`src/dm_regs_pkg.sv`:
```
package dm_regs_pkg;

   // DMI register address
   typedef logic [6:0] dmi_addr_t;

   // Register map, debug spec locations
   localparam dmi_addr_t dm_data0      = 7'h04;
   localparam dmi_addr_t dm_dmcontrol  = 7'h10;
   localparam dmi_addr_t dm_dmstatus   = 7'h11;
   localparam dmi_addr_t dm_abstractcs = 7'h16;
   localparam dmi_addr_t dm_command    = 7'h17;
   localparam dmi_addr_t dm_sbcs       = 7'h38;
   localparam dmi_addr_t dm_sbaddress0 = 7'h39;
   localparam dmi_addr_t dm_sbdata0    = 7'h3c;

   // SBCS, bits 21 down to 12 carry the supported fields
   typedef struct packed {
      logic [9:0]  zero_hi;
      logic        sbbusy;
      logic        sbreadonaddr;
      logic [2:0]  sbaccess;
      logic        sbautoincrement;
      logic        sbreadondata;
      logic [2:0]  sberror;
      logic [11:0] zero_lo;
   } sbcs_t;

   typedef struct packed {
      logic        haltreq;
      logic        resumereq;
      logic [28:0] reserved;
      logic        dmactive;
   } dmcontrol_t;

   // One DMI write word, read as SBCS or as DMCONTROL
   typedef union packed {
      sbcs_t      sbcs;
      dmcontrol_t dmcontrol;
   } dmi_word_u;

   // Unit that handles a request
   typedef enum logic [1:0] {
      target_none = 2'd0,
      target_sba  = 2'd1,
      target_hart = 2'd2
   } dmi_target_e;

   localparam logic [15:0] csr_dpc           = 16'h07b1;
   localparam logic [2:0]  cmderr_haltresume = 3'd4;

   // Abstract command and ABSTRACTCS field positions
   localparam int cmd_transfer_bit = 17;
   localparam int cmd_write_bit    = 16;
   localparam int cmderr_lsb       = 8;

   // Status word constants
   localparam logic [3:0] dm_version   = 4'd2;
   localparam logic [3:0] dm_datacount = 4'd1;

endpackage

```
`src/hart_ctl.sv`:
```
`timescale 1ns/100ps

module hart_ctl import dm_regs_pkg::*; (
   input  logic        clk_sys,
   input  logic        reset_i,
   input  logic        disp_valid_i,
   input  dmi_target_e disp_target_i,
   input  dmi_addr_t   disp_addr_i,
   input  logic        disp_write_i,
   input  logic [31:0] disp_data_i,
   output logic        hart_halted_o,
   output logic        hart_resume_o,
   output logic [31:0] hart_pc_o,
   output logic [31:0] data0_o,
   output logic [31:0] dmcontrol_o,
   output logic [2:0]  cmderr_o
);

   dmi_word_u   wr_word;
   logic        wr_sel;
   logic        wr_dmcontrol;
   logic        wr_data0;
   logic        wr_command;
   logic        wr_abstractcs;
   logic        cmd_dpc_write;

   logic        halted_q;
   logic        resume_q;
   logic [31:0] pc_q;
   logic [31:0] dpc_q;
   logic [31:0] data0_q;
   logic [2:0]  cmderr_q;
   dmcontrol_t  dmcontrol_q;

   assign wr_word       = disp_data_i;
   assign wr_sel        = disp_valid_i && (disp_target_i == target_hart) && disp_write_i;
   assign wr_dmcontrol  = wr_sel && (disp_addr_i == dm_dmcontrol);
   assign wr_data0      = wr_sel && (disp_addr_i == dm_data0);
   assign wr_command    = wr_sel && (disp_addr_i == dm_command);
   assign wr_abstractcs = wr_sel && (disp_addr_i == dm_abstractcs);

   // Access register command, write of DPC
   assign cmd_dpc_write = (disp_data_i[15:0] == csr_dpc)
                          && disp_data_i[cmd_transfer_bit]
                          && disp_data_i[cmd_write_bit];

   always_ff @(posedge clk_sys) begin
      if (wr_data0) begin
         data0_q <= disp_data_i;
      end
   end

   always_ff @(posedge clk_sys) begin
      if (reset_i) begin
         halted_q    <= 1'b0;
         resume_q    <= 1'b0;
         pc_q        <= '0;
         dpc_q       <= '0;
         cmderr_q    <= '0;
         dmcontrol_q <= '0;
      end else begin
         resume_q <= 1'b0;
         if (wr_dmcontrol) begin
            dmcontrol_q.haltreq  <= wr_word.dmcontrol.haltreq;
            dmcontrol_q.dmactive <= wr_word.dmcontrol.dmactive;
            // Haltreq wins over resumereq
            if (wr_word.dmcontrol.haltreq) begin
               halted_q <= 1'b1;
            end else if (wr_word.dmcontrol.resumereq && halted_q) begin
               halted_q <= 1'b0;
               resume_q <= 1'b1;
               pc_q     <= dpc_q;
            end
         end
         if (wr_command) begin
            if (halted_q && cmd_dpc_write) begin
               dpc_q <= data0_q;
            end else begin
               cmderr_q <= cmderr_haltresume;
            end
         end
         if (wr_abstractcs) begin
            cmderr_q <= cmderr_q & ~disp_data_i[cmderr_lsb +: 3];
         end
      end
   end

   assign hart_halted_o = halted_q;
   assign hart_resume_o = resume_q;
   assign hart_pc_o     = pc_q;
   assign data0_o       = data0_q;
   assign dmcontrol_o   = dmcontrol_q;
   assign cmderr_o      = cmderr_q;

endmodule

```
`config.mk`:
```
export PLATFORM = sky130hd
export DESIGN_NAME = hart_ctl
export DESIGN_NICKNAME = d
export VERILOG_FILES = /design/src/dm_regs_pkg.sv /design/src/hart_ctl.sv
export SDC_FILE = /design/constraint.sdc
export NUM_CORES = 1
export LEC_CHECK = 0
export BUFFER_PORTS_ARGS = -buffer_cell sky130_fd_sc_hd__buf_2
export CORE_ASPECT_RATIO = 1.75
export CORE_UTILIZATION = 40
export CTS_BUF_LIST = sky130_fd_sc_hd__clkbuf_8
export CTS_CLUSTER_DIAMETER = 40
export CTS_CLUSTER_SIZE = 25
export DETAILED_ROUTE_END_ITERATION = 8
export PLACE_DENSITY_LB_ADDON = 0.12
export SYNTH_ARGS = -nofsm -noshare
export SYNTH_HDL_FRONTEND = slang
export SYNTH_SLANG_ARGS = --single-unit
```
`constraint.sdc`:
```
create_clock -name clk_sys -period 9.9 [get_ports clk_sys]
set_clock_uncertainty 0.1 [all_clocks]
set_input_delay 0.495 -clock clk_sys [delete_from_list [all_inputs] [get_ports clk_sys]]
set_output_delay 0.495 -clock clk_sys [all_outputs]
set_load 0.01 [all_outputs]
```
==> impl_metrics.csv <==
group,metric,value,unit
run_status,outcome,"finished clean",
cts,cts_setup_buffers,0,
synth,synth_commonest_cells,"dfxtp_1 (71), nand2b_1 (64), a21oi_1 (36)",
critical_path,endpoint_kind,"register",
min_path,hold_path.class,"primary input to register",
detailed_routing,wire_per_inst,15.8,um
critical_path,path_max_fanout,19,
cts,clkTransAtPathRegs,0.09,ns
cts,cts_root_buf,"clkbuf_8",
global_route,grt_pass1_wl,15600,um
run,maxCapViolCount,0,
cts,clk_latency,0.36,ns
detailed_routing,drc_errors,0,
cts,cts_tree,"yes",
synth,async_reset_ff_share,0,%
sta,fin_tns_setup,0,ns
final_layout,syn2layout_area_growth,14.7,%
final_layout,stdcell_count,635,
synth,ys_ff_latch,103,
critical_path,crit_required,9.84,ns
critical_path,critPathLaunchType,"primary input",
placed_design,hpwl,6890,um
detailed_routing,drt_iter0_markers,237,
critical_path,critPathArrivalTime,2.51,ns
cts,cts_resized,0,
synth,synth.area.top_cells,"dfxtp_1 (32%), edfxtp_1 (22%), nand2b_1 (9.1%)",
final_layout,design_area,0.00507,mm^2
synth,synthCells,405,
final_layout,antenna_cells,0,
critical_path,crit_path_cell_trace,"buf_2 > or4b_2 > nor3_2 > buf_4",
detailed_routing,ant_nets,0,
sta,rsz0062_at_grt,"false",
die,dieHeight,141,um
die,design.die.area,0.0115,mm^2
sta,slew_violations,0,
detailed_routing,vias,3238,
synth,seq_area_frac_synth,53.9,%
cts,cts_buffers,9,
synth,ys_warn_count,0,
synth,synth_top_flop_cell,"dfxtp_1",
global_route,grt_overflow,0,
detailed_routing,first_pass_iters,4,
detailed_routing,vias_per_cell,5.10,
placed_design,gp_congestion,0.792,
sta,fin_crit,2.56,ns
placed_design,portBuffers,115,
cts,clockBufferDepth,2,
global_route,grt_max_degree,104,
global_route,grt_pass1_vias,3015,
pwr,power,686,uW
die,rows,50,
synth,netlist_area,0.00442,mm^2
final_layout,layout-drive-gt1-share,27.7,%
cts,cts_max_level,3,
synth,yosysTopAreaCell,"dfxtp_1",
critical_path,worst-path-buf-inv,2,
cts,clkSinkCount,103,
die,initial_core_util,41.3,%
global_route,track_usage,18.0,%
sta,setup-violations-final,0,
sta,fmax,0.390,GHz
final_layout,final_nets,545,
placed_design,dp_slack,6.92,ns
die,io_pins,146,
final_layout,finish.utilization,47.4,%
sta,min_period_over_period,25.9,%
placed_design,post_dp_cell_area,0.00491,mm^2
placed_design,place_inst,619,
detailed_routing,drt_wl_total,10100,um
pwr,peakVddDrop,76.7,uV
sta,final-hold-violation-count,0,
synth,synth-edff-count,32,
critical_path,path_delay_family,"simple AND/OR/NAND/NOR gates",
sta,hold_ws,0.206,ns
die,die_w,81.5,um
sta,worstMarginPinSlew,1.30,ns
synth,yosysMostFrequentCell,"dfxtp_1",
global_route,antenna_found_initial,0,
critical_path,max_stage_delay,0.80,ns
synth,syn_avg_cell_area,10.9,um^2
pwr,pwr_density_cell,135,mW/mm^2
critical_path,slowest_stage,"nor3_2",
critical_path,path_class,"primary input to register",
cts,cts_hold_buf,0,
pwr,power.leakage,1.89,nW
die,core_area,0.0107,mm^2
sta,slew_headroom,13.4,%
synth,synth_top_area_share,32.2,%
sta,worst_slack,7.34,ns
synth,synthDistinctLibCells,30,
## final cells by class
class	instances	area, um^2
Fill cell	1078	5630
Sequential cell	103	2380
Multi-Input combinational cell	261	1730
Timing Repair Buffer	120	613
Tap cell	130	163
Clock buffer	9	124
Clock inverter	7	32.5
Inverter	5	18.8
## cells in the final DEF, fill, tap and decap left out, types with 2 or more instances in the layout
cell        n
nand2b_1   64
clkinv_2    2
buf_2     115
nor4b_1     2
buf_4       5
nor3_1      2
dfxtp_1    71
o31ai_1    32
mux2i_1    33
and4_1      2
nor2_1      2
nand2_1     4
and4b_1     2
clkbuf_8    9
conb_1     30
nand4_1    35
clkinv_1    2
a21oi_1    36
and2_1      2
inv_1       7
edfxtp_1   32
o21ai_0     5
## logic make-up after synthesis
kind of cell | share of synthesized area [%]
buf+inv | 9.43
other cells | 0.0849
mux | 7.47
simple gates | 19.0
flops | 53.9
compound gates | 10.1
## metal layers
layer | GRT usage, % | vias up | share of wire (%) | wire [um]
met5 | 0 | - | 0 | 0
met1 | 22.8 | 1508 | 41 | 4140
met2 | 29.0 | 116 | 51 | 5090
li1 | - | 1596 | - | -
met3 | 3.69 | 18 | 6.3 | 634
met4 | 7.80 | 0 | 1.9 | 196
## power by group
part / total (mW) / internal (mW) / switching, mW / leakage (nW)
Combinational: 0.0325 / 0.0118 / 0.0206 / 0.940
Clock: 0.219 / 0.0871 / 0.132 / 0.0865
Sequential: 0.434 / 0.434 / 0.0000599 / 0.859
## state kept, by name, summed over array words and instances (netlist names)
name / flops
dmcontrol_o: 2
hart_resume_o: 1
hart_pc_o: 32
hart_halted_o: 1
cmderr_o: 3
dpc_q: 32
data0_o: 32
## final timing paths
| check | startpoint | endpoint | slack (ns) | cells past startpoint |
|---|---|---|---|---|
| setup / recovery | disp_addr_i[0] | data0_o[19] | 7.34 | 4 |
| hold / removal | disp_data_i[22] | data0_o[22] | 0.21 | 1 |
| setup reg to reg | hart_halted_o | dpc_q[15] | 7.65 | 4 |
| hold reg to reg | cmderr_o[1] | cmderr_o[1] | 0.36 | 2 |
Note: power is estimated with default switching activity, not from simulation.
