File: src/dm_regs_pkg.sv
package dm_regs_pkg;

   // DMI register address
   typedef logic [6:0] dmi_addr_t;

   // Register map, debug spec locations
   localparam dmi_addr_t dm_data0      = 7'h04;
   localparam dmi_addr_t dm_dmcontrol  = 7'h10;
   localparam dmi_addr_t dm_dmstatus   = 7'h11;
   localparam dmi_addr_t dm_abstractcs = 7'h16;
   localparam dmi_addr_t dm_command    = 7'h17;
   localparam dmi_addr_t dm_sbcs       = 7'h38;
   localparam dmi_addr_t dm_sbaddress0 = 7'h39;
   localparam dmi_addr_t dm_sbdata0    = 7'h3c;

   // SBCS, bits 21 down to 12 carry the supported fields
   typedef struct packed {
      logic [9:0]  zero_hi;
      logic        sbbusy;
      logic        sbreadonaddr;
      logic [2:0]  sbaccess;
      logic        sbautoincrement;
      logic        sbreadondata;
      logic [2:0]  sberror;
      logic [11:0] zero_lo;
   } sbcs_t;

   typedef struct packed {
      logic        haltreq;
      logic        resumereq;
      logic [28:0] reserved;
      logic        dmactive;
   } dmcontrol_t;

   // One DMI write word, read as SBCS or as DMCONTROL
   typedef union packed {
      sbcs_t      sbcs;
      dmcontrol_t dmcontrol;
   } dmi_word_u;

   // Unit that handles a request
   typedef enum logic [1:0] {
      target_none = 2'd0,
      target_sba  = 2'd1,
      target_hart = 2'd2
   } dmi_target_e;

   localparam logic [15:0] csr_dpc           = 16'h07b1;
   localparam logic [2:0]  cmderr_haltresume = 3'd4;

   // Abstract command and ABSTRACTCS field positions
   localparam int cmd_transfer_bit = 17;
   localparam int cmd_write_bit    = 16;
   localparam int cmderr_lsb       = 8;

   // Status word constants
   localparam logic [3:0] dm_version   = 4'd2;
   localparam logic [3:0] dm_datacount = 4'd1;

endpackage

File: src/sys_bus_pkg.sv
package sys_bus_pkg;

   // Byte address and data of the system bus
   typedef logic [31:0] sb_addr_t;
   typedef logic [31:0] sb_data_t;

   // Access size code, only 32-bit accesses are handled
   localparam logic [2:0] sb_access_32 = 3'd2;

   // Bus error codes as reported in sberror
   localparam logic [2:0] sb_err_none    = 3'd0;
   localparam logic [2:0] sb_err_badaddr = 3'd2;

endpackage

File: src/sba_engine.sv
`timescale 1ns/100ps

module sba_engine import dm_regs_pkg::*, sys_bus_pkg::*; #(
   parameter int mem_words = 256
) (
   input  logic                         clk_sys,
   input  logic                         reset_i,
   input  logic                         disp_valid_i,
   input  dmi_target_e                  disp_target_i,
   input  dmi_addr_t                    disp_addr_i,
   input  logic                         disp_write_i,
   input  logic [31:0]                  disp_data_i,
   input  sb_data_t                     mem_rdata_i,
   output logic                         sb_busy_o,
   output logic [31:0]                  sbcs_o,
   output sb_addr_t                     sbaddress_o,
   output sb_data_t                     sbdata_o,
   output logic                         mem_en_o,
   output logic                         mem_we_o,
   output logic [$clog2(mem_words)-1:0] mem_addr_o,
   output sb_data_t                     mem_wdata_o
);

   localparam int       mem_aw     = $clog2(mem_words);
   localparam sb_addr_t addr_limit = sb_addr_t'(mem_words * 4);

   dmi_word_u  wr_word;
   sbcs_t      sbcs_view;
   logic       sel;
   logic       wr_sbcs;
   logic       wr_addr;
   logic       wr_data;
   logic       rd_data;
   logic       start;
   logic       bad_addr;
   sb_addr_t   start_addr;

   logic       readonaddr_q;
   logic       autoinc_q;
   logic       readondata_q;
   logic [2:0] access_q;
   logic [2:0] sberror_q;
   logic       busy_q;
   logic       phase_q;
   logic       op_write_q;
   sb_addr_t   addr_q;
   sb_data_t   data_q;

   assign wr_word = disp_data_i;
   assign sel     = disp_valid_i && (disp_target_i == target_sba);
   assign wr_sbcs = sel && disp_write_i && (disp_addr_i == dm_sbcs);
   assign wr_addr = sel && disp_write_i && (disp_addr_i == dm_sbaddress0);
   assign wr_data = sel && disp_write_i && (disp_addr_i == dm_sbdata0);
   assign rd_data = sel && !disp_write_i && (disp_addr_i == dm_sbdata0);

   // Access triggers, a new address takes effect for read-on-address
   assign start      = wr_data || (wr_addr && readonaddr_q) || (rd_data && readondata_q);
   assign start_addr = wr_addr ? disp_data_i : addr_q;
   assign bad_addr   = start_addr >= addr_limit;

   always_ff @(posedge clk_sys) begin
      if (reset_i) begin
         readonaddr_q <= 1'b0;
         access_q     <= sb_access_32;
         autoinc_q    <= 1'b0;
         readondata_q <= 1'b0;
         sberror_q    <= sb_err_none;
         busy_q       <= 1'b0;
         phase_q      <= 1'b0;
         op_write_q   <= 1'b0;
      end else begin
         if (wr_sbcs) begin
            readonaddr_q <= wr_word.sbcs.sbreadonaddr;
            access_q     <= wr_word.sbcs.sbaccess;
            autoinc_q    <= wr_word.sbcs.sbautoincrement;
            readondata_q <= wr_word.sbcs.sbreadondata;
            // Write 1 to clear
            sberror_q    <= sberror_q & ~wr_word.sbcs.sberror;
         end
         // Out of range accesses never reach the memory
         if (start && bad_addr) begin
            sberror_q <= sb_err_badaddr;
         end
         if (start && !bad_addr) begin
            busy_q     <= 1'b1;
            op_write_q <= wr_data;
         end else if (busy_q) begin
            // Two cycles, memory request then completion
            phase_q <= !phase_q;
            busy_q  <= !phase_q;
         end
      end
   end

   always_ff @(posedge clk_sys) begin
      if (wr_addr) begin
         addr_q <= disp_data_i;
      end else if (busy_q && phase_q && autoinc_q) begin
         addr_q <= addr_q + 32'd4;
      end
      if (wr_data) begin
         data_q <= disp_data_i;
      end else if (busy_q && phase_q && !op_write_q) begin
         data_q <= mem_rdata_i;
      end
   end

   assign mem_en_o    = busy_q && !phase_q;
   assign mem_we_o    = busy_q && !phase_q && op_write_q;
   assign mem_addr_o  = addr_q[mem_aw+1:2];
   assign mem_wdata_o = data_q;

   // Busy is merged in on the response path
   always_comb begin
      sbcs_view                 = '0;
      sbcs_view.sbreadonaddr    = readonaddr_q;
      sbcs_view.sbaccess        = access_q;
      sbcs_view.sbautoincrement = autoinc_q;
      sbcs_view.sbreadondata    = readondata_q;
      sbcs_view.sberror         = sberror_q;
   end

   assign sbcs_o      = sbcs_view;
   assign sb_busy_o   = busy_q;
   assign sbaddress_o = addr_q;
   assign sbdata_o    = data_q;

endmodule

File: config.mk
export PLATFORM = sky130hd
export DESIGN_NAME = sba_engine
export DESIGN_NICKNAME = d
export VERILOG_FILES = /design/src/dm_regs_pkg.sv /design/src/sys_bus_pkg.sv /design/src/sba_engine.sv
export SDC_FILE = /design/constraint.sdc
export NUM_CORES = 1
export LEC_CHECK = 0
export BUFFER_PORTS_ARGS = -buffer_cell sky130_fd_sc_hd__buf_4
export CAP_MARGIN = 20
export CORE_ASPECT_RATIO = 1.2
export CORE_MARGIN = 1
export CORE_UTILIZATION = 45
export CTS_CLUSTER_DIAMETER = 150
export DETAILED_ROUTE_END_ITERATION = 8
export PLACE_DENSITY_LB_ADDON = 0.3
export SLEW_MARGIN = 20
export SYNTH_ARGS = -nofsm -noshare
export SYNTH_HDL_FRONTEND = slang
export SYNTH_SLANG_ARGS = --single-unit
File: constraint.sdc
create_clock -name clk_sys -period 6.7 [get_ports clk_sys]
set_input_delay 1.005 -clock clk_sys [delete_from_list [all_inputs] [get_ports clk_sys]]
set_output_delay 1.005 -clock clk_sys [all_outputs]
set_load 0.01 [all_outputs]
==> out/qor.csv <==
stage,metric,value,unit
route,Final ANT Viol Nets,0,
placed_design,HPWL after DPL,7980,µm
timing,Worst Skew,0.00655,ns
floorplanning,IO Pins,216,
clocking,postcts setup bufs,0,
global_routing,first-pass GRT wire length,17100,µm
timing,fin crit period,2.85,ns
critical_path,Critical Path Fanout Max,65,
power,worst vdd ir,0.108,mV
power,pwr dens,179,nW/µm²
clocking,clk root buf,clkbuf_16,
floorplanning,Initial Util,46.5,%
synthesis,Main synth FF type,edfxtp_1,
synthesis,"Seq/Total Area, Yosys",48.6,%
clocking,Post-CTS Hold Buffers,0,
critical_path,Critical Path Source Type,primary input,
cells_and_area,diode count,0,
timing,setup TNS,0,ns
floorplanning,Die Y,111,µm
synthesis,async set-reset flop share out of synthesis,0,%
global_routing,largest net degree at the start of global routing,66,
clocking,Post-CTS Resized,0,
critical_path,"CP delay by family, top",compound AO/OA/AOI/OAI gates,
clocking,H-tree depth,3,
critical_path,Critical Path RT,6.66,ns
cells_and_area,share of cells above drive strength 1,45.7,%
placed_design,GP Congestion,0.807,
route,Remaining DRCs,0,
global_routing,grt total ovfl,0,
power,share of power burned in the clock network,46.2,%
power,internal power,0.000854,W
synthesis,Mapped Avg Cell Area,11.0,µm²
clocking,Clock transition at path regs,0.06,ns
critical_path,most frequent CP cell,buf_4,
critical_path,Setup crit end kind,flop,
floorplanning,Site Rows,39,
synthesis,synth unique cells,48,
power,Reg power frac,47.7,%
timing,endpoints failing hold,0,
critical_path,critical path cell sequence,buf_4 > nand4b_4 > nor4_4 > buf_4 > a31o_2,
critical_path,kind of critical path,in2reg,
critical_path,max incr delay on CP,0.74,ns
floorplanning,chip width,92.8,µm
run_status,outcome,completed,
placed_design,Buffers on Ports,192,
timing,hold_ws,0.452,ns
clocking,clock sinks,76,
placed_design,placed cells,666,
cells_and_area,design area,5940,µm²
clocking,clk buf depth,2,
timing,FMAX,350,MHz
route,DRT Pass-1 Iters,4,
synthesis,Mapped Cells,406,
timing,period utilization,42.6,%
clocking,CTS tree,built,
timing,Max-Slew Margin vs Limit,45.0,%
synthesis,Yosys reg bits,76,
cells_and_area,final core utilization,62.1,%
synthesis,YS warnings,0,
critical_path,arrival time at the worst endpoint,2.81,ns
timing,slew of the pin with the lowest slew margin,0.825,ns
global_routing,antenna violations before repair,0,
route,Vias/cell,5.18,
timing,unrepaired setup endpoints after global routing,false,
power,combinational share of power,6.1,%
critical_path,slowest CP cell,a31o_2,
cells_and_area,fin cells,683,
route,via count,3539,
global_routing,number of global-route vias before repair,3460,
floorplanning,die footprint,10300,µm²
route,WL final,10800,µm
synthesis,Post-Syn Area,4450,µm²
global_routing,Total GRT Usage,21.2,%
hold_path,min-delay worst type,reg2reg,
critical_path,CP Buf/Inv Count,2,
cells_and_area,fillcell total,821,
route,DR WL/cell,15.8,µm
floorplanning,core area,9560,µm²
power,sw frac,19.9,%
power,Switch Pwr,0.000212,W
synthesis,"EDFF count, synth",64,
clocking,worst-skew pair later-pin latency,0.34,ns
cells_and_area,Final #Nets,633,
timing,fin. max-slew vios,0,
timing,final setup vio count,0,
placed_design,Post-DP Area,5610,µm²
clocking,total CTS buffers,9,
run,max-cap violations,0,
cells_and_area,synthesis-to-layout area growth,33.4,%
power,leakage power,2.36,nW
route,initial drt markers,146,
-- layout make-up --
class | instances | area [µm²] | area share [%]
Clock buffer | 12 | 256 | 4.32
Clock inverter | 4 | 47.5 | 0.800
Inverter | 8 | 30.0 | 0.505
Multi-Input combinational cell | 265 | 1810 | 30.4
Sequential cell | 76 | 2160 | 36.4
Tap cell | 123 | 154 | 2.59
Timing Repair Buffer | 195 | 1480 | 25.0
-- state kept, by name, indices dropped and copies added, names as in the netlist --
name	count
op_write_q	1
readondata_q	1
phase_q	1
sb_busy_o	1
sberror_q	3
readonaddr_q	1
access_q	3
autoinc_q	1
sbaddress_o	32
mem_wdata_o	32
-- metal layers --
layer	vias up	global-route usage, %	part of all wire, %
met4	0	8.62	1.6
met2	154	37.2	53
met3	16	4.25	7.4
li1	1681	-	-
met5	-	0	0
met1	1688	25.1	38
-- final timing paths --
path | startpoint | end | slack (ns) | cells past startpoint
max | disp_addr_i[6] | sbaddress_o[3]$_DFFE_PP_ | 3.85 | 5
min | sberror_q[0]$_SDFFE_PP0P_ | sberror_q[0]$_SDFFE_PP0P_ | 0.45 | 2
max reg2reg | sbaddress_o[2]$_DFFE_PP_ | sbaddress_o[30]$_DFFE_PP_ | 4.27 | 6
min reg2reg | sberror_q[0]$_SDFFE_PP0P_ | sberror_q[0]$_SDFFE_PP0P_ | 0.45 | 2
-- stage by stage --
stage	power, W	setup slack (ns)
global route	0.00109	3.66
floorplan	0.000548	3.21
CTS	0.00107	3.83
global placement	0.000582	3.54
finish	0.00107	3.85
detailed placement	0.000583	3.48
-- synthesized netlist by cell type, types with 2 or more instances --
cell,n,area share [%]
buf_4,66,11
edfxtp_1,64,43
mux2_2,34,8.6
nand2_1,33,2.8
o21ai_0,21,2.4
nand3_1,16,1.8
nor2_1,16,1.3
xnor2_1,13,2.6
xor2_1,13,2.6
dfxtp_1,12,5.4
nor4_1,12,1.7
clkbuf_1,11,0.93
nand4_1,11,1.5
nor3_1,11,1.2
inv_1,8,0.67
o21ai_1,8,0.90
and3_1,5,0.70
mux2i_1,5,1.1
and2_1,4,0.56
and4_1,3,0.59
nand2b_1,3,0.42
or4_1,3,0.51
a2111oi_2,2,0.67
a21oi_1,2,0.22
buf_2,2,0.22
nor2b_1,2,0.28
nor3_2,2,0.45
nor3b_1,2,0.34
o21a_1,2,0.34
o31a_1,2,0.39
-- power groups by stage --
stage / Combinational (W) / Clock, W / Sequential [W]
floorplan: 0.0000291 / 0 / 0.000519
global placement: 0.0000630 / 0 / 0.000519
detailed placement: 0.0000648 / 0 / 0.000519
CTS: 0.0000649 / 0.000500 / 0.000509
global route: 0.0000700 / 0.000516 / 0.000508
finish: 0.0000645 / 0.000493 / 0.000509
-- kinds of logic (layout without fill, tap and decap cells) --
logic type	after synthesis	after routing	synth area share, %
and+or+nand+nor	132	132	17.0
xor gates and xnor gates	26	26	5.12
adders and majority gates	1	1	0.281
muxes	40	40	9.98
buffers and inverters	87	219	13.0
AOI/OAI and AO/OA	43	43	6.01
other	1	23	0.0842
DFF	76	76	48.6
-- worst reg2reg max path: cells and delay by family, from the launching register on --
family / cells / cell delay, ns
DFF: 1 / 0.47
adders and majority gates: 1 / 0.29
AOI/OAI and AO/OA: 2 / 0.47
and+or+nand+nor: 3 / 0.95
-- layout by cell type (no fill, tap or decap), types with 2 or more instances in the layout --
| master | instances |
|---|---|
| a2111oi_2 | 2 |
| a21oi_1 | 2 |
| and2_1 | 4 |
| and3_1 | 5 |
| and4_1 | 3 |
| buf_4 | 194 |
| clkbuf_16 | 9 |
| clkbuf_8 | 2 |
| clkinv_2 | 2 |
| conb_1 | 23 |
| dfxtp_1 | 12 |
| edfxtp_1 | 64 |
| inv_1 | 8 |
| mux2_2 | 34 |
| mux2i_1 | 5 |
| nand2_1 | 33 |
| nand2b_1 | 3 |
| nand3_1 | 16 |
| nand4_1 | 11 |
| nor2_1 | 16 |
| nor2b_1 | 2 |
| nor3_1 | 11 |
| nor3_2 | 2 |
| nor3b_1 | 2 |
| nor4_1 | 12 |
| o21a_1 | 2 |
| o21ai_0 | 20 |
| o21ai_1 | 8 |
| o31a_1 | 2 |
| or4_1 | 3 |
| xnor2_1 | 13 |
| xor2_1 | 13 |
No activity file was read; power rests on OpenSTA's default activity.
