## src/dm_regs_pkg.sv

```systemverilog
package dm_regs_pkg;

   // DMI register address
   typedef logic [6:0] dmi_addr_t;

   // Register map, debug spec locations
   localparam dmi_addr_t dm_data0      = 7'h04;
   localparam dmi_addr_t dm_dmcontrol  = 7'h10;
   localparam dmi_addr_t dm_dmstatus   = 7'h11;
   localparam dmi_addr_t dm_abstractcs = 7'h16;
   localparam dmi_addr_t dm_command    = 7'h17;
   localparam dmi_addr_t dm_sbcs       = 7'h38;
   localparam dmi_addr_t dm_sbaddress0 = 7'h39;
   localparam dmi_addr_t dm_sbdata0    = 7'h3c;

   // SBCS, bits 21 down to 12 carry the supported fields
   typedef struct packed {
      logic [9:0]  zero_hi;
      logic        sbbusy;
      logic        sbreadonaddr;
      logic [2:0]  sbaccess;
      logic        sbautoincrement;
      logic        sbreadondata;
      logic [2:0]  sberror;
      logic [11:0] zero_lo;
   } sbcs_t;

   typedef struct packed {
      logic        haltreq;
      logic        resumereq;
      logic [28:0] reserved;
      logic        dmactive;
   } dmcontrol_t;

   // One DMI write word, read as SBCS or as DMCONTROL
   typedef union packed {
      sbcs_t      sbcs;
      dmcontrol_t dmcontrol;
   } dmi_word_u;

   // Unit that handles a request
   typedef enum logic [1:0] {
      target_none = 2'd0,
      target_sba  = 2'd1,
      target_hart = 2'd2
   } dmi_target_e;

   localparam logic [15:0] csr_dpc           = 16'h07b1;
   localparam logic [2:0]  cmderr_haltresume = 3'd4;

   // Abstract command and ABSTRACTCS field positions
   localparam int cmd_transfer_bit = 17;
   localparam int cmd_write_bit    = 16;
   localparam int cmderr_lsb       = 8;

   // Status word constants
   localparam logic [3:0] dm_version   = 4'd2;
   localparam logic [3:0] dm_datacount = 4'd1;

endpackage

```

## src/sys_bus_pkg.sv

```systemverilog
package sys_bus_pkg;

   // Byte address and data of the system bus
   typedef logic [31:0] sb_addr_t;
   typedef logic [31:0] sb_data_t;

   // Access size code, only 32-bit accesses are handled
   localparam logic [2:0] sb_access_32 = 3'd2;

   // Bus error codes as reported in sberror
   localparam logic [2:0] sb_err_none    = 3'd0;
   localparam logic [2:0] sb_err_badaddr = 3'd2;

endpackage

```

## src/dmi_resp_merge.sv

```systemverilog
`timescale 1ns/100ps

module dmi_resp_merge import dm_regs_pkg::*, sys_bus_pkg::*; (
   input  logic        clk_sys,
   input  logic        reset_i,
   input  logic        disp_valid_i,
   input  dmi_addr_t   disp_addr_i,
   input  logic        disp_write_i,
   input  logic        sb_busy_i,
   input  logic [31:0] sbcs_i,
   input  sb_addr_t    sbaddress_i,
   input  sb_data_t    sbdata_i,
   input  logic        hart_halted_i,
   input  logic [31:0] data0_i,
   input  logic [31:0] dmcontrol_i,
   input  logic [2:0]  cmderr_i,
   output logic        dmi_rsp_valid_o,
   output logic [31:0] dmi_rsp_data_o
);

   logic [31:0] dmstatus;
   logic [31:0] abstractcs;
   logic [31:0] rd_data;
   sbcs_t       sbcs_live;

   // Single hart, always authenticated
   always_comb begin
      dmstatus       = '0;
      dmstatus[3:0]  = dm_version;
      dmstatus[7]    = 1'b1;
      dmstatus[8]    = hart_halted_i;
      dmstatus[9]    = hart_halted_i;
      dmstatus[10]   = !hart_halted_i;
      dmstatus[11]   = !hart_halted_i;
   end

   always_comb begin
      abstractcs                       = '0;
      abstractcs[3:0]                  = dm_datacount;
      abstractcs[cmderr_lsb +: 3]      = cmderr_i;
   end

   always_comb begin
      sbcs_live        = sbcs_i;
      sbcs_live.sbbusy = sb_busy_i;
   end

   always_comb begin
      case (disp_addr_i)
         dm_data0:      rd_data = data0_i;
         dm_dmcontrol:  rd_data = dmcontrol_i;
         dm_dmstatus:   rd_data = dmstatus;
         dm_abstractcs: rd_data = abstractcs;
         dm_sbcs:       rd_data = sbcs_live;
         dm_sbaddress0: rd_data = sbaddress_i;
         dm_sbdata0:    rd_data = sbdata_i;
         default:       rd_data = '0;
      endcase
   end

   always_ff @(posedge clk_sys) begin
      if (reset_i) begin
         dmi_rsp_valid_o <= 1'b0;
      end else begin
         dmi_rsp_valid_o <= disp_valid_i;
      end
   end

   // Writes answer with zero
   always_ff @(posedge clk_sys) begin
      if (disp_valid_i) begin
         dmi_rsp_data_o <= disp_write_i ? '0 : rd_data;
      end
   end

endmodule

```

## config.mk

```make
export PLATFORM = sky130hd
export DESIGN_NAME = dmi_resp_merge
export DESIGN_NICKNAME = d
export VERILOG_FILES = /design/src/dm_regs_pkg.sv /design/src/sys_bus_pkg.sv /design/src/dmi_resp_merge.sv
export SDC_FILE = /design/constraint.sdc
export NUM_CORES = 1
export LEC_CHECK = 0
export BUFFER_PORTS_ARGS = -buffer_cell sky130_fd_sc_hd__buf_2
export CORE_UTILIZATION = 35
export CTS_CLUSTER_SIZE = 24
export DETAILED_ROUTE_END_ITERATION = 6
export PLACE_DENSITY = 0.76
export SKIP_LAST_GASP = 1
export SLEW_MARGIN = 20
export SYNTH_ARGS = -nofsm -noshare
export SYNTH_HDL_FRONTEND = slang
export SYNTH_SLANG_ARGS = --single-unit
```

## constraint.sdc

```tcl
create_clock -name clk_sys -period 2.3 [get_ports clk_sys]
set_clock_uncertainty 0.15 [all_clocks]
set_input_delay 0.115 -clock clk_sys [delete_from_list [all_inputs] [get_ports clk_sys]]
set_output_delay 0.115 -clock clk_sys [all_outputs]
set_load 0.02 [all_outputs]
```

==> metrics, run 1 <==
outcome finished clean; Netlist cell types 34; Core Footprint 6980 µm²; Hold Startpoint dmcontrol_i[0]; Die H approximately 88 µm; 1st-pass router iterations 5; Initial Util 37.1%; CP Capture Type flop; commonest non-fill, non-tap cell in the layout buf_2; first-pass GRT wire length approximately 12000 µm; diode count 0; # nets final 658; Die X 88.0 µm; DRT iter0 DRCs 88; wire length per cell 14.6 µm; grt ovf 0; Synth Instances 282; RSZ-0062 raised after global routing no; FF+latch count, synth 33; setup violation total in the final timing report 0; share of cells above drive strength 1 48.7%; CTS H-tree depth 2; pre-CTS WS 0.204 ns; sequential share of the synthesized area 37.9%; GRT Overall Usage a little over a fifth; Storage cell area 981 µm²; Ys Warns 0; fin util between 50% and 60%; Sink Count 33; drt drc 0; I/O pin total 209; min Tclk post-route 1.81 ns; max frequency 0.552 GHz; Worst Path Arrival 1.78 ns; Antenna Nets Post-Route 0; Slew HR 29.3%; total negative slack 0 ns; Hold Fails Final Rpt 0; startpoint class of the critical path primary input; WHS Endpoint dmi_rsp_data_o[0]; setup ws final 0.489 ns; synth top area cells edfxtp_1 (37%), mux2i_1 (11%), a22oi_1 (7.8%); Req. time, crit path 2.27 ns; CP max FO 32; Pleak 1.65 nW; Post CTS Setup Buffer Count 0; Max Cap Viol 0; Min-Delay Path Depth 3; Area Growth Syn to Fin 45.9%; Core Rows 30; PD cells roughly 390 nW/µm²; Syn Std Cell Area approximately 2600 µm²; die footprint between 7000 and 8000 µm²; vias per cell just over 5; DPL Wire Length 6540 µm; global placement routability congestion 0.754; Tightest Hold Check Type primary input to flop; largest net degree at the start of global routing 46; largest area contributor in the netlist edfxtp_1; clk slew on worst S/H paths 0.07 ns; VDD IR max 0.000203 V; WL final 8450 µm; Buffers on Ports 207; clock buffer count from CTS 5; Tcrit/Tclk final 78.7%; syn_nets 458; commonest non-fill, non-tap cells in the layout buf_2 (207), o21ai_0 (34), edfxtp_1 (32); Max clock buf depth 2; Via Count 3003; Post-CTS Resized 0; antenna violations before repair 0; CTS tree yes; # fillers 675; Final Max Slew Viols 0; area of the multi-input gates about 1500 µm²; worst-margin pin slew 1.06 ns; vias in the first global route 2770; syn_area_per_cell between 9 and 10 µm²; Crit Path Class primary input to flop; clock root buffer clkbuf_8; Synth top area share 37.1%
-- registers in the layout, summed over array words and instances, names as in the netlist --
name,count
dmi_rsp_data_o,32
dmi_rsp_valid_o,1
-- metal layers --
layer / global-route usage (%) / wire length, µm / share of wire, %
met5: 0 / 0 / 0
met3: 5.84 / 678 / 8.0
met1: 22.3 / 3340 / 40
met2: 40.2 / 4260 / 50
met4: 7.18 / 162 / 1.9
-- what timing repair did --
| action | CTS | global route |
|---|---|---|
| endpoints found under the setup margin | 0 | 0 |
| hold buffers | 1 | 0 |
| hold endpoints to repair | 1 | 0 |
-- layout make-up --
class / instances / share of cell area, %
Inverter: 1 / 0.0993
Tap cell: 96 / 3.18
Clock buffer: 6 / 1.92
Sequential cell: 33 / 26.0
Multi-Input combinational cell: 222 / 38.7
Timing Repair Buffer: 219 / 29.9
Clock inverter: 2 / 0.265
-- critical path, stage by stage --
cell and delay [ns]:
buf_2 0.15, or4b_4 0.58, o32a_1 0.34, a21o_1 0.15
buf_4 0.24, a31oi_1 0.20
-- cell usage after synthesis --
cell       count
nor4b_1        2
a31oi_1        4
edfxtp_1      32
xor2_1         1
nor4_4         2
nor2_1        31
and2_1        15
buf_2          7
dfxtp_1        1
a32oi_1        3
buf_4          1
nor2b_1        5
nand2_1        6
clkbuf_1      11
nor3_1         4
a22o_1         3
inv_1          1
buf_1          2
a21oi_1       28
nor3b_1        1
a21o_1         1
mux2i_1       29
a221oi_1       1
and3_1         1
mux2_2         4
or4b_4         2
o2bb2ai_1      1
buf_6          5
and2_0        14
nand4b_1       1
o21ai_0       34
nor4_1         1
o32a_1         1
a22oi_1       27
-- through the flow --
stage / total power, mW / hold WS (ns) / area (µm²) / cells
after floorplan: 0.883 / 0.0366 / 2590 / 282
after global placement: 1.08 / 0.125 / 3690 / 570
after detailed placement: 1.09 / 0.126 / 3690 / 570
after CTS: 1.51 / 0.0510 / 3780 / 579
after global routing: 1.58 / 0.0714 / 3780 / 579
final: 1.49 / 0.0604 / 3780 / 579
-- cells by family after synthesis --
family / count (synthesis) / share of synthesized area (%)
and+or+nand+nor: 85 / 18.8
buffers and inverters: 27 / 5.85
DFF: 33 / 37.9
AOI/OAI and AO/OA: 103 / 24.2
xor gates and xnor gates: 1 / 0.338
muxes: 33 / 12.9
-- how the worst max path moves through the flow --
| stage | to | cells past startpoint | slack [ns] | from |
|---|---|---|---|---|
| 2_1_floorplan | dmi_rsp_data_o[12] | 6 | 0.42 | disp_addr_i[5] |
| 6_report | dmi_rsp_data_o[11] | 6 | 0.49 | disp_addr_i[5] |
| 3_3_place_gp | dmi_rsp_data_o[1] | 6 | 0.26 | disp_addr_i[5] |
| 4_1_cts | dmi_rsp_data_o[11] | 6 | 0.50 | disp_addr_i[5] |
| 5_1_grt | dmi_rsp_data_o[10] | 6 | 0.42 | disp_addr_i[5] |
| 3_5_place_dp | dmi_rsp_data_o[11] | 6 | 0.20 | disp_addr_i[5] |
-- power by group --
part	total [mW]	switching, mW	internal [mW]
clock	0.411	0.202	0.209
sequential	0.695	0.00756	0.687
combinational	0.385	0.196	0.189
total	1.49	0.405	1.09
No activity file was read; power rests on OpenSTA's default activity.
==> run 2, diff against run 1 <==
==> constraint.sdc (replaced) <==
create_clock -name clk_sys -period 1.8 [get_ports clk_sys]
set_clock_uncertainty 0.15 [all_clocks]
set_input_delay 0.09 -clock clk_sys [delete_from_list [all_inputs] [get_ports clk_sys]]
set_output_delay 0.09 -clock clk_sys [all_outputs]
set_load 0.02 [all_outputs]
==> run 2 against run 1 <==
Effect of this change: final area up 3.4%; combinational power grew 35%; cell count rose by 2.6%; count of clock-buffer cells in the layout increased by 1; highest routed layer unchanged; setup slack worse by 0.35 ns.
==> metrics, run 2 (synthesis results as in run 1) <==
drt drc 0 (unchanged); Biggest register dmi_rsp_data_o; first-pass GRT wire length 13100 µm (+5.3%); 1st-pass router iterations 4 (-1); PD cells 494 nW/µm² (+25%); commonest non-fill, non-tap cell in the layout buf_2; Tcrit/Tclk final 92.4%; grt ovf 0 (unchanged); Design Power 1.93 mW (+30%); Via Count 3079 (+2.5%); Core Rows 30 (unchanged); DPL Wire Length 7000 µm (+7.1%); CP max FO 15 (-53%); CP Capture Type flop; min Tclk post-route 1.66 ns; vias in the first global route 2964 (+7.0%); VDD IR max 0.000267 V (+31%); antenna violations before repair 0 (unchanged); clock root buffer clkbuf_8; Core Footprint 6980 µm² (unchanged); Min-Delay Path Depth 3 (unchanged); # fillers 658 (-2.5%); area of the multi-input gates 1460 µm² (unchanged); commonest non-fill, non-tap cells in the layout buf_2 (207), o21ai_0 (34), edfxtp_1 (32); Storage cell area 981 µm² (unchanged); outcome finished clean; total negative slack 0 ns (unchanged); slowest CP cell or4b_4; # nets final 673 (+2.3%); WHS Endpoint dmi_rsp_data_o[11]; setup violation total in the final timing report 0 (unchanged); CTS H-tree depth 2 (unchanged); fin util 56.0% (+1.8 points); Initial Util 37.1% (unchanged); crit-path cells buf_2, or4b_4, buf_4, nor4_4, buf_4, a22oi_1, a21oi_1; Slew HR 69.2% (+40 points); I/O pin total 209 (unchanged); Regs by FF count dmi_rsp_data_o: 32 flops, dmi_rsp_valid_o: 1 flops; Req. time, crit path 1.77 ns (-0.50 ns); Area Growth Syn to Fin 50.9%; wire length per cell 14.9 µm (+1.8%); Die H 88.0 µm (unchanged); Sink Count 33 (unchanged); vias per cell 5.18 (about the same); Hold Fails Final Rpt 0 (unchanged); Post CTS Setup Buffer Count 0 (unchanged); clk slew on worst S/H paths 0.07 ns (about the same); largest net degree at the start of global routing 23 (-50%); Pleak 1.72 nW (+4.4%); Critical Path Most Common Cell buf_4; max reg flops 32 (unchanged); worst-margin pin slew 0.462 ns (-0.594 ns); die footprint 7750 µm² (unchanged); global placement routability congestion 0.803 (+6.5%); RSZ-0062 raised after global routing no; Buffers on Ports 207 (unchanged); Worst Path Arrival 1.63 ns (-0.15 ns); clock buffer count from CTS 5 (unchanged); Antenna Nets Post-Route 0 (unchanged); DRT iter0 DRCs 129 (+47%); CTS tree yes; max incr delay on CP 0.53 ns (-0.05 ns); share of cells above drive strength 1 49.6% (+0.94 points); Crit Path Class primary input to flop; Die X 88.0 µm (unchanged); startpoint class of the critical path primary input; Tightest Hold Check Type primary input to flop; Max clock buf depth 2 (unchanged); Final Max Slew Viols 0 (unchanged); Hold Startpoint data0_i[11]; max frequency 0.601 GHz; Max Cap Viol 0 (unchanged); WL final 8820 µm (+4.4%); diode count 0 (unchanged); GRT Overall Usage 22.2% (+1.1 points)
## run 2: power by group
part           internal [mW]  total, mW  switching (mW)  leakage, nW
clock network          0.271      0.525           0.254       0.0422
logic                  0.262      0.519           0.257         1.37
registers              0.878      0.888         0.00981        0.312
## run 2: layer usage
metal | GRT usage, % | share of wire (%) | wire length (µm)
met2 | 43.3 | 53 | 4680
met5 | 0 | 0 | 0
met1 | 23.6 | 37 | 3220
met3 | 4.52 | 8.7 | 772
met4 | 7.77 | 1.7 | 150
## run 2: how the worst max path moves through the flow
stage	cells past startpoint	slack, ns	from	to
2_1_floorplan	6	-0.003	disp_addr_i[4]	dmi_rsp_data_o[28]
6_report	7	0.14	disp_addr_i[6]	dmi_rsp_data_o[22]
4_1_cts	7	0.17	disp_addr_i[6]	dmi_rsp_data_o[22]
3_5_place_dp	7	-0.12	disp_addr_i[6]	dmi_rsp_data_o[22]
5_1_grt	7	0.04	disp_addr_i[6]	dmi_rsp_data_o[23]
3_3_place_gp	7	-0.06	disp_addr_i[6]	dmi_rsp_data_o[3]
## run 2: area by class of cell
| class | instances | area share [%] |
|---|---|---|
| multi-input cells | 222 | 37.4 |
| repair buffers | 234 | 32.2 |
| flip-flops and latches | 33 | 25.1 |
| well taps | 96 | 3.07 |
| clock buffers | 7 | 1.95 |
| clock inverters | 1 | 0.128 |
| inverters | 1 | 0.0961 |
## run 2: what timing repair did
action                    CTS  global route
hold endpoints to repair    3             0
hold buffers                3             0
resized for setup           0             0
## run 2: worst max-delay path, delay by kind of cell
kind | cells | cell delay [ns]
buffers and inverters | 3 | 0.53
AOI/OAI and AO/OA | 2 | 0.31
and+or+nand+nor | 2 | 0.69
## run 2: per-stage QoR
| step | cells | worst slack (ns) | hold slack, ns | cell area (µm²) |
|---|---|---|---|---|
| 6_report | 594 | 0.137 | 0.0202 | 3910 |
| 5_1_grt | 594 | 0.0371 | 0.0283 | 3910 |
| 4_1_cts | 594 | 0.167 | 0.0150 | 3910 |
| 3_5_place_dp | 583 | -0.124 | 0.101 | 3800 |
| 3_3_place_gp | 583 | -0.0608 | 0.0979 | 3800 |
| 2_1_floorplan | 282 | -0.00291 | 0.0116 | 2620 |
