`src/dm_regs_pkg.sv`:
```
package dm_regs_pkg;

   // DMI register address
   typedef logic [6:0] dmi_addr_t;

   // Register map, debug spec locations
   localparam dmi_addr_t dm_data0      = 7'h04;
   localparam dmi_addr_t dm_dmcontrol  = 7'h10;
   localparam dmi_addr_t dm_dmstatus   = 7'h11;
   localparam dmi_addr_t dm_abstractcs = 7'h16;
   localparam dmi_addr_t dm_command    = 7'h17;
   localparam dmi_addr_t dm_sbcs       = 7'h38;
   localparam dmi_addr_t dm_sbaddress0 = 7'h39;
   localparam dmi_addr_t dm_sbdata0    = 7'h3c;

   // SBCS, bits 21 down to 12 carry the supported fields
   typedef struct packed {
      logic [9:0]  zero_hi;
      logic        sbbusy;
      logic        sbreadonaddr;
      logic [2:0]  sbaccess;
      logic        sbautoincrement;
      logic        sbreadondata;
      logic [2:0]  sberror;
      logic [11:0] zero_lo;
   } sbcs_t;

   typedef struct packed {
      logic        haltreq;
      logic        resumereq;
      logic [28:0] reserved;
      logic        dmactive;
   } dmcontrol_t;

   // One DMI write word, read as SBCS or as DMCONTROL
   typedef union packed {
      sbcs_t      sbcs;
      dmcontrol_t dmcontrol;
   } dmi_word_u;

   // Unit that handles a request
   typedef enum logic [1:0] {
      target_none = 2'd0,
      target_sba  = 2'd1,
      target_hart = 2'd2
   } dmi_target_e;

   localparam logic [15:0] csr_dpc           = 16'h07b1;
   localparam logic [2:0]  cmderr_haltresume = 3'd4;

   // Abstract command and ABSTRACTCS field positions
   localparam int cmd_transfer_bit = 17;
   localparam int cmd_write_bit    = 16;
   localparam int cmderr_lsb       = 8;

   // Status word constants
   localparam logic [3:0] dm_version   = 4'd2;
   localparam logic [3:0] dm_datacount = 4'd1;

endpackage

```
`src/dmi_front.sv`:
```
`timescale 1ns/100ps

module dmi_front import dm_regs_pkg::*; #(
   parameter int credit_count = 2
) (
   input  logic        clk_sys,
   input  logic        reset_i,
   input  logic        dmi_req_valid_i,
   input  dmi_addr_t   dmi_req_addr_i,
   input  logic        dmi_req_write_i,
   input  logic [31:0] dmi_req_data_i,
   input  logic        sb_busy_i,
   output logic        dmi_credit_o,
   output logic        disp_valid_o,
   output dmi_target_e disp_target_o,
   output dmi_addr_t   disp_addr_o,
   output logic        disp_write_o,
   output logic [31:0] disp_data_o
);

   localparam int ptr_w = (credit_count > 1) ? $clog2(credit_count) : 1;
   localparam int cnt_w = $clog2(credit_count + 1);

   dmi_target_e      target_q [credit_count];
   dmi_addr_t        addr_q [credit_count];
   logic             write_q [credit_count];
   logic [31:0]      data_q [credit_count];

   logic [ptr_w-1:0] wr_ptr;
   logic [ptr_w-1:0] rd_ptr;
   logic [cnt_w-1:0] count;
   dmi_target_e      req_target;
   logic             head_blocked;

   function automatic logic [ptr_w-1:0] next_ptr(input logic [ptr_w-1:0] ptr);
      if (ptr == ptr_w'(credit_count - 1)) begin
         return '0;
      end
      return ptr + 1'b1;
   endfunction

   // Route by address range
   always_comb begin
      if (dmi_req_addr_i >= dm_data0 && dmi_req_addr_i <= dm_command) begin
         req_target = target_hart;
      end else if (dmi_req_addr_i >= dm_sbcs && dmi_req_addr_i <= dm_sbdata0) begin
         req_target = target_sba;
      end else begin
         req_target = target_none;
      end
   end

   // The requester never sends without a credit, so a slot is always free
   always_ff @(posedge clk_sys) begin
      if (dmi_req_valid_i) begin
         target_q[wr_ptr] <= req_target;
         addr_q[wr_ptr]   <= dmi_req_addr_i;
         write_q[wr_ptr]  <= dmi_req_write_i;
         data_q[wr_ptr]   <= dmi_req_data_i;
      end
   end

   always_ff @(posedge clk_sys) begin
      if (reset_i) begin
         wr_ptr <= '0;
         rd_ptr <= '0;
         count  <= '0;
      end else begin
         if (dmi_req_valid_i) begin
            wr_ptr <= next_ptr(wr_ptr);
         end
         if (disp_valid_o) begin
            rd_ptr <= next_ptr(rd_ptr);
         end
         case ({dmi_req_valid_i, disp_valid_o})
            2'b10:   count <= count + 1'b1;
            2'b01:   count <= count - 1'b1;
            default: count <= count;
         endcase
      end
   end

   // Bus requests wait at the head while an access is in flight
   assign head_blocked  = (target_q[rd_ptr] == target_sba) && sb_busy_i;
   assign disp_valid_o  = (count != '0) && !head_blocked;
   assign dmi_credit_o  = disp_valid_o;

   assign disp_target_o = target_q[rd_ptr];
   assign disp_addr_o   = addr_q[rd_ptr];
   assign disp_write_o  = write_q[rd_ptr];
   assign disp_data_o   = data_q[rd_ptr];

endmodule

```
`config.mk`:
```
export PLATFORM = sky130hd
export DESIGN_NAME = dmi_front
export DESIGN_NICKNAME = d
export VERILOG_FILES = /design/src/dm_regs_pkg.sv /design/src/dmi_front.sv
export SDC_FILE = /design/constraint.sdc
export NUM_CORES = 1
export LEC_CHECK = 0
export BUFFER_PORTS_ARGS = -buffer_cell sky130_fd_sc_hd__buf_4
export CAP_MARGIN = 5
export CORE_MARGIN = 8
export CORE_UTILIZATION = 50
export DETAILED_ROUTE_END_ITERATION = 10
export PLACE_DENSITY = 0.76
export SYNTH_ARGS = -nofsm -noshare
export SYNTH_HDL_FRONTEND = slang
export SYNTH_SLANG_ARGS = --single-unit
export TNS_END_PERCENT = 30
```
`constraint.sdc`:
```
create_clock -name clk_sys -period 3.7 [get_ports clk_sys]
set_clock_uncertainty 0.15 [all_clocks]
set_input_delay 0.555 -clock clk_sys [delete_from_list [all_inputs] [get_ports clk_sys]]
set_output_delay 0.555 -clock clk_sys [all_outputs]
set_load 0.01 [all_outputs]
```
==> impl_metrics.json, run 1 <==
{
  "die_y_um": 97.5,
  "netlist_area_mm2": 0.00332,
  "hold_buffers": 0,
  "hold_viol": 0,
  "synth_seq_cells": 89,
  "die_area_mm2": 0.00950,
  "grt_usage": 0.130,
  "path_clk_slew_ps": 90,
  "antenna_found_initial": 0,
  "dp_slack_ps": 1360,
  "drive_above_1_share": 0.590,
  "routed_wl_um": 6100,
  "cp_cell_sequence": "buf_4 > mux2_2 > buf_4",
  "die_x_um": 97.5,
  "ant_nets": 0,
  "final_common_cell": "buf_4",
  "grt_pass1_wl_um": 9770,
  "syn_inst": 162,
  "powerDensity_mw_per_mm2": 583,
  "drt_pass1_iterations": 4,
  "post_drt_wl_per_cell_um": 18.0,
  "post-cts-setup-buffers": 0,
  "worstSetupStartpointType": "register",
  "dpl.hpwl_um": 4110,
  "routed_via_density": 5.09,
  "finalNetCount": 301,
  "cts_sinks": 89,
  "setup.worst_path.class": "reg -> out",
  "cellLeakagePower_nw": 1.58,
  "cts_made_buffers": 9,
  "grt_pass1_vias": 1933,
  "holdCritPathClass": "in -> reg",
  "yosys.area.top_type": "edfxtp_1",
  "place_congestion": 0.687,
  "clk_latency_ps": 340,
  "antennaDiodeCount": 0,
  "synth.net_count": 207,
  "port_buffers": 87,
  "drc": 0,
  "cp.required_ps": 2990,
  "ys_seq_area_frac": 0.790,
  "finalSetupTns_ps": 0,
  "cts_tree": "done",
  "period_share": 0.725,
  "syn_area_per_cell_um2": 20.5,
  "hp-start": "dmi_req_data_i[28]",
  "yosysTopAreaCellShare": 0.760,
  "final.min_clock_period_ps": 2680,
  "via_count": 1720,
  "rsz0062_at_grt": "false",
  "final_cell_mix": "buf_4 (89), edfxtp_1 (84), mux2_2 (44)",
  "drv_slew": 0,
  "setup_viol": 0,
  "initial_utilization": 0.520,
  "cpMostUsedCell": "buf_4",
  "synth_warnings": 0,
  "grt-ovfl-total": 0,
  "worstMarginPinSlew_ps": 1030,
  "area_growth_pct": 28.4,
  "ys_types": 22,
  "drt_iter0_drc": 74,
  "pin_count": 88,
  "cp_slowest_stage_delay_ps": 670,
  "fmax_mhz": 373,
  "worstPathMaxFanout": 23,
  "ctsRootBufferMaster": "clkbuf_8",
  "core_mm2": 0.00639,
  "finalWorstSetupSlack_ps": 1020,
  "outcome": "finished clean",
  "row_count": 29,
  "multi_input_area_um2": 666,
  "grt_max_degree": 43,
  "cp-end-kind": "output pin",
  "cp.arrival_ps": 1980,
  "cts_max_level": 3,
  "vdd.ir_drop.worst_mv": 0.326,
  "max_cap_viol_count": 0,
  "slowest_stage": "dfxtp_2",
  "fillCellCount": 462,
  "ctsLongestPathBuffers": 2,
  "cts_resized": 0,
  "synthTopCellsByArea": "edfxtp_1 (76%), mux2_2 (15%), dfxtp_1 (3.0%)",
  "relSlewSlack": 0.312,
  "seq_area_mm2": 0.00262
}
==> per-stage QoR <==
step                      instance area, um2  hold slack (ps)   util  power (W)  std cells
after floorplan                         3320              302      -    0.00159        162
after global routing                    4260              215  0.667    0.00260        338
after global placement                  4060              317  0.635    0.00185        322
after detailed placement                4060              373  0.635    0.00186        322
final                                   4260              235  0.667    0.00249        338
after CTS                               4260              218  0.667    0.00252        338
==> sequential cells by signal (all words and copies together), names as in the netlist, named ones only <==
| register | cells |
|---|---|
| wr_ptr | 1 |
| rd_ptr | 1 |
| target_q | 4 |
| addr_q | 14 |
| write_q | 2 |
| data_q | 64 |
| count | 2 |
==> final cells by class <==
| class | instances | area share |
|---|---|---|
| inverter | 1 | 0.000881 |
| clock buffer | 9 | 0.0291 |
| tap | 77 | 0.0226 |
| clock inverter | 7 | 0.0185 |
| multi-input combinational | 66 | 0.156 |
| sequential | 89 | 0.616 |
| timing repair buffer | 89 | 0.157 |
==> path summary, 6_finish.rpt <==
| check | endpoint | slack, ps | cells after the start |
|---|---|---|---|
| setup reg to reg | count[1] | 1390 | 5 |
| setup / recovery | disp_data_o[14] | 1020 | 3 |
| hold reg to reg | count[1] | 380 | 2 |
| hold / removal | data_q[0][28] | 240 | 1 |
==> layer usage <==
metal	vias up	share of wire	track usage
li1	819	-	-
met1	833	0.42	0.153
met2	59	0.50	0.205
met3	9	0.060	0.0469
met4	0	0.016	0.0664
met5	-	0	0
==> worst max-delay path: cells and delay by family, from the launching register on <==
kind	cells	cell delay [ps]
flip-flops	1	670
multiplexers	1	390
buffers and inverters	2	550
==> Yosys cell counts, drive strengths merged <==
cell and number:
a2111oi 1, nor2b 1, nor3 2, and4b 1, and2 1, xnor2 2, mux2 44, dfxtp 5
nand2 1, edfxtp 84, a21oi 1, inv 1, nor4bb 1, ha 1, or3 1, and4bb 1
buf 6, xor2 1, nor2 5, o21ai 2
==> where the power goes <==
| part | internal, W | switching, W | leakage (nW) |
|---|---|---|---|
| combinational | 0.000332 | 0.000257 | 0.658 |
| clock | 0.000316 | 0.000343 | 0.0921 |
| sequential | 0.00118 | 0.0000514 | 0.831 |
==> cell families (layout without fill, tap and decap cells) <==
group | Yosys count | count (layout) | synth area share
multiplexers | 44 | 44 | 0.149
adder cells (fa/ha/maj) | 1 | 1 | 0.00377
flip-flops | 89 | 89 | 0.790
AO/OA/AOI/OAI | 4 | 4 | 0.00716
buffers and inverters | 7 | 106 | 0.0117
XOR/XNOR | 3 | 3 | 0.00792
AND/OR/NAND/NOR | 14 | 14 | 0.0298
No activity file was read; power rests on OpenSTA's default activity.
==> inputs of run 2 (changes only) <==
CORE_UTILIZATION = 47   (was 50)
PLACE_DENSITY = 0.75   (was 0.76)
clock period = 2.15 ns   (was 3.7 ns; I/O delays follow)
==> run 2 against run 1 <==
- die area grew 5.3%
- design area rose by 8.0%
- critical path type unchanged
- largest power group unchanged
- combinational power is 94% higher
- highest routed layer unchanged
==> impl_metrics.json, run 2 (synthesis gave the netlist of run 1 again) <==
{
  "outcome": "finished clean",
  "pin_count": 88,
  "drt_pass1_iterations": 3,
  "area_growth_pct": 38.7,
  "vdd.ir_drop.worst_mv": 0.460,
  "relSlewSlack": 0.556,
  "routed_via_density": 4.78,
  "grt_usage": 0.133,
  "rsz0062_at_grt": "false",
  "routed_wl_um": 6670,
  "powerDensity_mw_per_mm2": 939,
  "finalNetCount": 335,
  "worstSetupStartpointType": "register",
  "period_share": 0.912,
  "drv_slew": 0,
  "whs_ps": 21.3,
  "post_dp_cell_area_mm2": 0.00413,
  "drt_iter0_drc": 46,
  "via_count": 1875,
  "cts_tree": "done",
  "cts_resized": 0,
  "post_drt_wl_per_cell_um": 17.0,
  "cp-end-kind": "output pin",
  "hold_viol": 0,
  "top_register": "data_q",
  "row_count": 30,
  "core_mm2": 0.00683,
  "final_area_mm2": 0.00460,
  "slowest_stage": "dfxtp_2",
  "finalSetupTns_ps": 0,
  "die_x_um": 100,
  "grt-ovfl-total": 0,
  "ctsLongestPathBuffers": 2,
  "place_congestion": 0.667,
  "worstPathMaxFanout": 15,
  "initial_utilization": 0.486,
  "drive_above_1_share": 0.536,
  "die_y_um": 100,
  "path_clk_slew_ps": 90,
  "fmax_mhz": 510,
  "final.min_clock_period_ps": 1960,
  "post-cts-setup-buffers": 0,
  "cp_cell_sequence": "buf_4 > mux2_2 > buf_4",
  "setup_viol": 0,
  "final_cell_mix": "buf_4 (95), edfxtp_1 (84), mux2_2 (44)",
  "final_common_cell": "buf_4",
  "cp_slowest_stage_delay_ps": 370,
  "die_area_mm2": 0.0100,
  "cellLeakagePower_nw": 1.73,
  "drc": 0,
  "grt_max_degree": 28,
  "dpl.hpwl_um": 4490,
  "largest_reg_flops": 64,
  "cp.arrival_ps": 1490,
  "cts_made_buffers": 9,
  "cp.required_ps": 1680,
  "max_cap_viol_count": 0,
  "grt_pass1_wl_um": 10100,
  "cpMostUsedCell": "buf_4",
  "antenna_found_initial": 0,
  "hold_buffers": 16,
  "worstMarginPinSlew_ps": 649,
  "cts_max_level": 3,
  "cts_sinks": 89,
  "setup.worst_path.class": "reg -> out",
  "top_regs": "data_q: 64 flops, addr_q: 14 flops, target_q: 4 flops",
  "ctsRootBufferMaster": "clkbuf_8",
  "grt_pass1_vias": 2083,
  "clk_latency_ps": 340,
  "port_buffers": 87,
  "holdCritPathClass": "in -> reg",
  "ant_nets": 0
}
[run 2: cell types whose count changed in the layout (fill, tap and decap cells not counted), sizes merged]
| cell | change |
|---|---|
| clkinvlp | -1 |
| diode | +1 |
| clkinv | +1 |
| buf | +6 |
| dlygate4sd3 | +28 |
[run 2: final timing paths]
path | start | cells past startpoint | slack [ps] | to
min reg2reg | count[1] | 2 | 370 | count[1]
max | register | 3 | 190 | disp_data_o[26]
min | dmi_req_data_i[30] | 1 | 20 | data_q[0][30]
max reg2reg | target_q[0][1] | 5 | 300 | count[1]
[run 2: stage by stage]
stage	instances	utilization	setup slack, ps	total power, W
after floorplan	162	-	133	0.00274
after global placement	347	0.604	363	0.00322
after detailed placement	347	0.604	308	0.00324
after CTS	379	0.656	158	0.00436
after global routing	391	0.673	102	0.00451
final	392	0.674	190	0.00432
[run 2: where the power goes]
| group | total (W) | switching, W | internal [W] |
|---|---|---|---|
| combinational | 0.00114 | 0.000501 | 0.000641 |
| sequential | 0.00208 | 0.0000467 | 0.00204 |
| clock | 0.00110 | 0.000562 | 0.000535 |
| total | 0.00432 | 0.00111 | 0.00321 |
[run 2: metal layers]
metal / GRT usage / routed length, um
met3: 0.0311 / 256
met1: 0.131 / 2440
met5: 0 / 0
met2: 0.247 / 3830
met4: 0.0802 / 132
[run 2: layout make-up]
class,count,area [um2]
flip-flops and latches,89,2620
well taps,96,120
clock buffers,9,124
diodes,1,2.50
repair buffers,123,993
clock inverters,7,70.1
inverters,1,3.75
multi-input cells,66,666
fillers,496,2230
[run 2: critical path: cells and delay by family, from the launching register on]
kind / cells / cell delay (ps)
DFF: 1 / 370
buffers and inverters: 2 / 400
muxes: 1 / 370
==> inputs of run 3 (changes only) <==
CORE_UTILIZATION = 52   (was 47)
PLACE_DENSITY = 0.79   (was 0.75)
clock period = 1.93 ns   (was 2.15 ns; I/O delays follow)
==> run 3 against run 2 <==
- worst setup slack worse by 140 ps
- first-iteration DRC count up 67%
- clock power up 9%
- sequential share of layout area down 2.4 points
- wire length up 6.9%
- global-route usage up 2.5 points
- design area up 4.6%
- critical path type unchanged
- largest cell class unchanged
- largest power group unchanged
- highest routed layer unchanged
==> impl_metrics.json, run 3 (synthesis gave the netlist of run 1 again) <==
{
  "worstMarginPinSlew_ps": 511,
  "row_count": 29,
  "r2r_end": "count[1]",
  "dp_slack_ps": 126,
  "reg2reg_depth": 5,
  "relSlewSlack": 0.655,
  "setup.worst_path.class": "reg -> out",
  "seq_area_mm2": 0.00263,
  "vdd.ir_drop.worst_mv": 0.654,
  "die_y_um": 95.9,
  "final.min_clock_period_ps": 1880,
  "pin_count": 88,
  "final_cell_mix": "buf_4 (88), edfxtp_1 (84), mux2_2 (43)",
  "cp.arrival_ps": 1440,
  "ant_nets": 0,
  "cellLeakagePower_nw": 1.82,
  "setup_viol": 0,
  "finalSetupTns_ps": 0,
  "final_area_mm2": 0.00481,
  "core_mm2": 0.00628,
  "powerDensity_mw_per_mm2": 1020,
  "holdCritPathClass": "in -> reg",
  "drt_pass1_iterations": 4,
  "drive_above_1_share": 0.511,
  "ctsLongestPathBuffers": 2,
  "period_share": 0.975,
  "finalNetCount": 349,
  "outcome": "finished clean",
  "cts_made_buffers": 9,
  "holdPathEnd": "wr_ptr",
  "fillCellCount": 393,
  "final_common_cell": "buf_4",
  "place_congestion": 0.747,
  "drv_slew": 0,
  "fmax_mhz": 532,
  "cp-end-kind": "output pin",
  "post-cts-setup-buffers": 0,
  "via_count": 1984,
  "routed_wl_um": 7120,
  "grt_pass1_vias": 2113,
  "grt_pass1_wl_um": 10600,
  "cts_sinks": 89,
  "grt-ovfl-total": 0,
  "hp-start": "dmi_req_valid_i",
  "die_area_mm2": 0.00919,
  "routed_via_density": 5.11,
  "grt_usage": 0.158,
  "grt_max_degree": 24,
  "worstPathMaxFanout": 19,
  "worstSetupStartpointType": "register",
  "post_drt_wl_per_cell_um": 18.4,
  "max_cap_viol_count": 0,
  "multi_input_area_um2": 669,
  "antenna_found_initial": 1,
  "hold_viol": 0,
  "cp.required_ps": 1490,
  "initial_utilization": 0.529,
  "cts_max_level": 3,
  "drt_iter0_drc": 77,
  "post_dp_cell_area_mm2": 0.00415,
  "area_growth_pct": 45.1,
  "drc": 0,
  "rrSetupSlack_ps": 90,
  "clk_latency_ps": 340,
  "path_clk_slew_ps": 80,
  "utilization": 0.767,
  "port_buffers": 87,
  "top_regs": "data_q: 64 flops, addr_q: 14 flops, target_q: 4 flops",
  "cts_tree": "done",
  "dpl.hpwl_um": 4530,
  "top_register": "data_q",
  "ctsRootBufferMaster": "clkbuf_8",
  "largest_reg_flops": 64,
  "hold-path-cell-count": 3,
  "finalWorstSetupSlack_ps": 49.1,
  "die_x_um": 95.9
}
[run 3: per-stage QoR]
stage               power [W]  cells  hold WS (ps)
floorplan             0.00305    162           209
CTS                   0.00489    385          34.2
global placement      0.00358    328           320
detailed placement    0.00361    328           327
finish                0.00493    388          44.2
global route          0.00515    387          45.2
[run 3: repair_timing]
item                                    4_1_cts  5_1_grt
hold buffers                                 41        0
gates cloned                                  0        1
gates resized for setup                       3        6
endpoints found under the setup margin       42       42
hold endpoints to repair                     83        0
[run 3: area by class of cell]
cell class | count | area share
flip-flops and latches | 89 | 0.546
multi-input cells | 66 | 0.139
clock inverters | 7 | 0.0127
diodes | 2 | 0.00104
repair buffers | 137 | 0.255
inverters | 1 | 0.000780
clock buffers | 9 | 0.0257
well taps | 77 | 0.0200
[run 3: per-layer routing]
layer | up-vias | track usage | wire, um
li1 | 920 | - | -
met2 | 62 | 0.290 | 4020
met5 | - | 0 | 0
met1 | 990 | 0.163 | 2570
met3 | 12 | 0.0296 | 384
met4 | 0 | 0.0960 | 146
[run 3: worst max-delay path by stage]
stage,slack (ps),to,depth (start not counted)
6_report,50,disp_data_o[0],3
5_1_grt,-8,disp_valid_o,4
4_1_cts,4,disp_data_o[0],3
3_5_place_dp,130,count[1],5
3_3_place_gp,180,count[1],6
2_1_floorplan,-60,addr_q[1][0],1
[run 3: power by group]
group,switching [W],total (W),internal [W]
clock,0.000620,0.00120,0.000583
sequential,0.0000627,0.00233,0.00227
combinational,0.000582,0.00139,0.000812
total,0.00126,0.00493,0.00367
[run 3: worst max-delay path: stages, from the launching register on]
cell and delay [ps]:
dfxtp_4 410, buf_12 180, mux2_2 360, buf_4 150
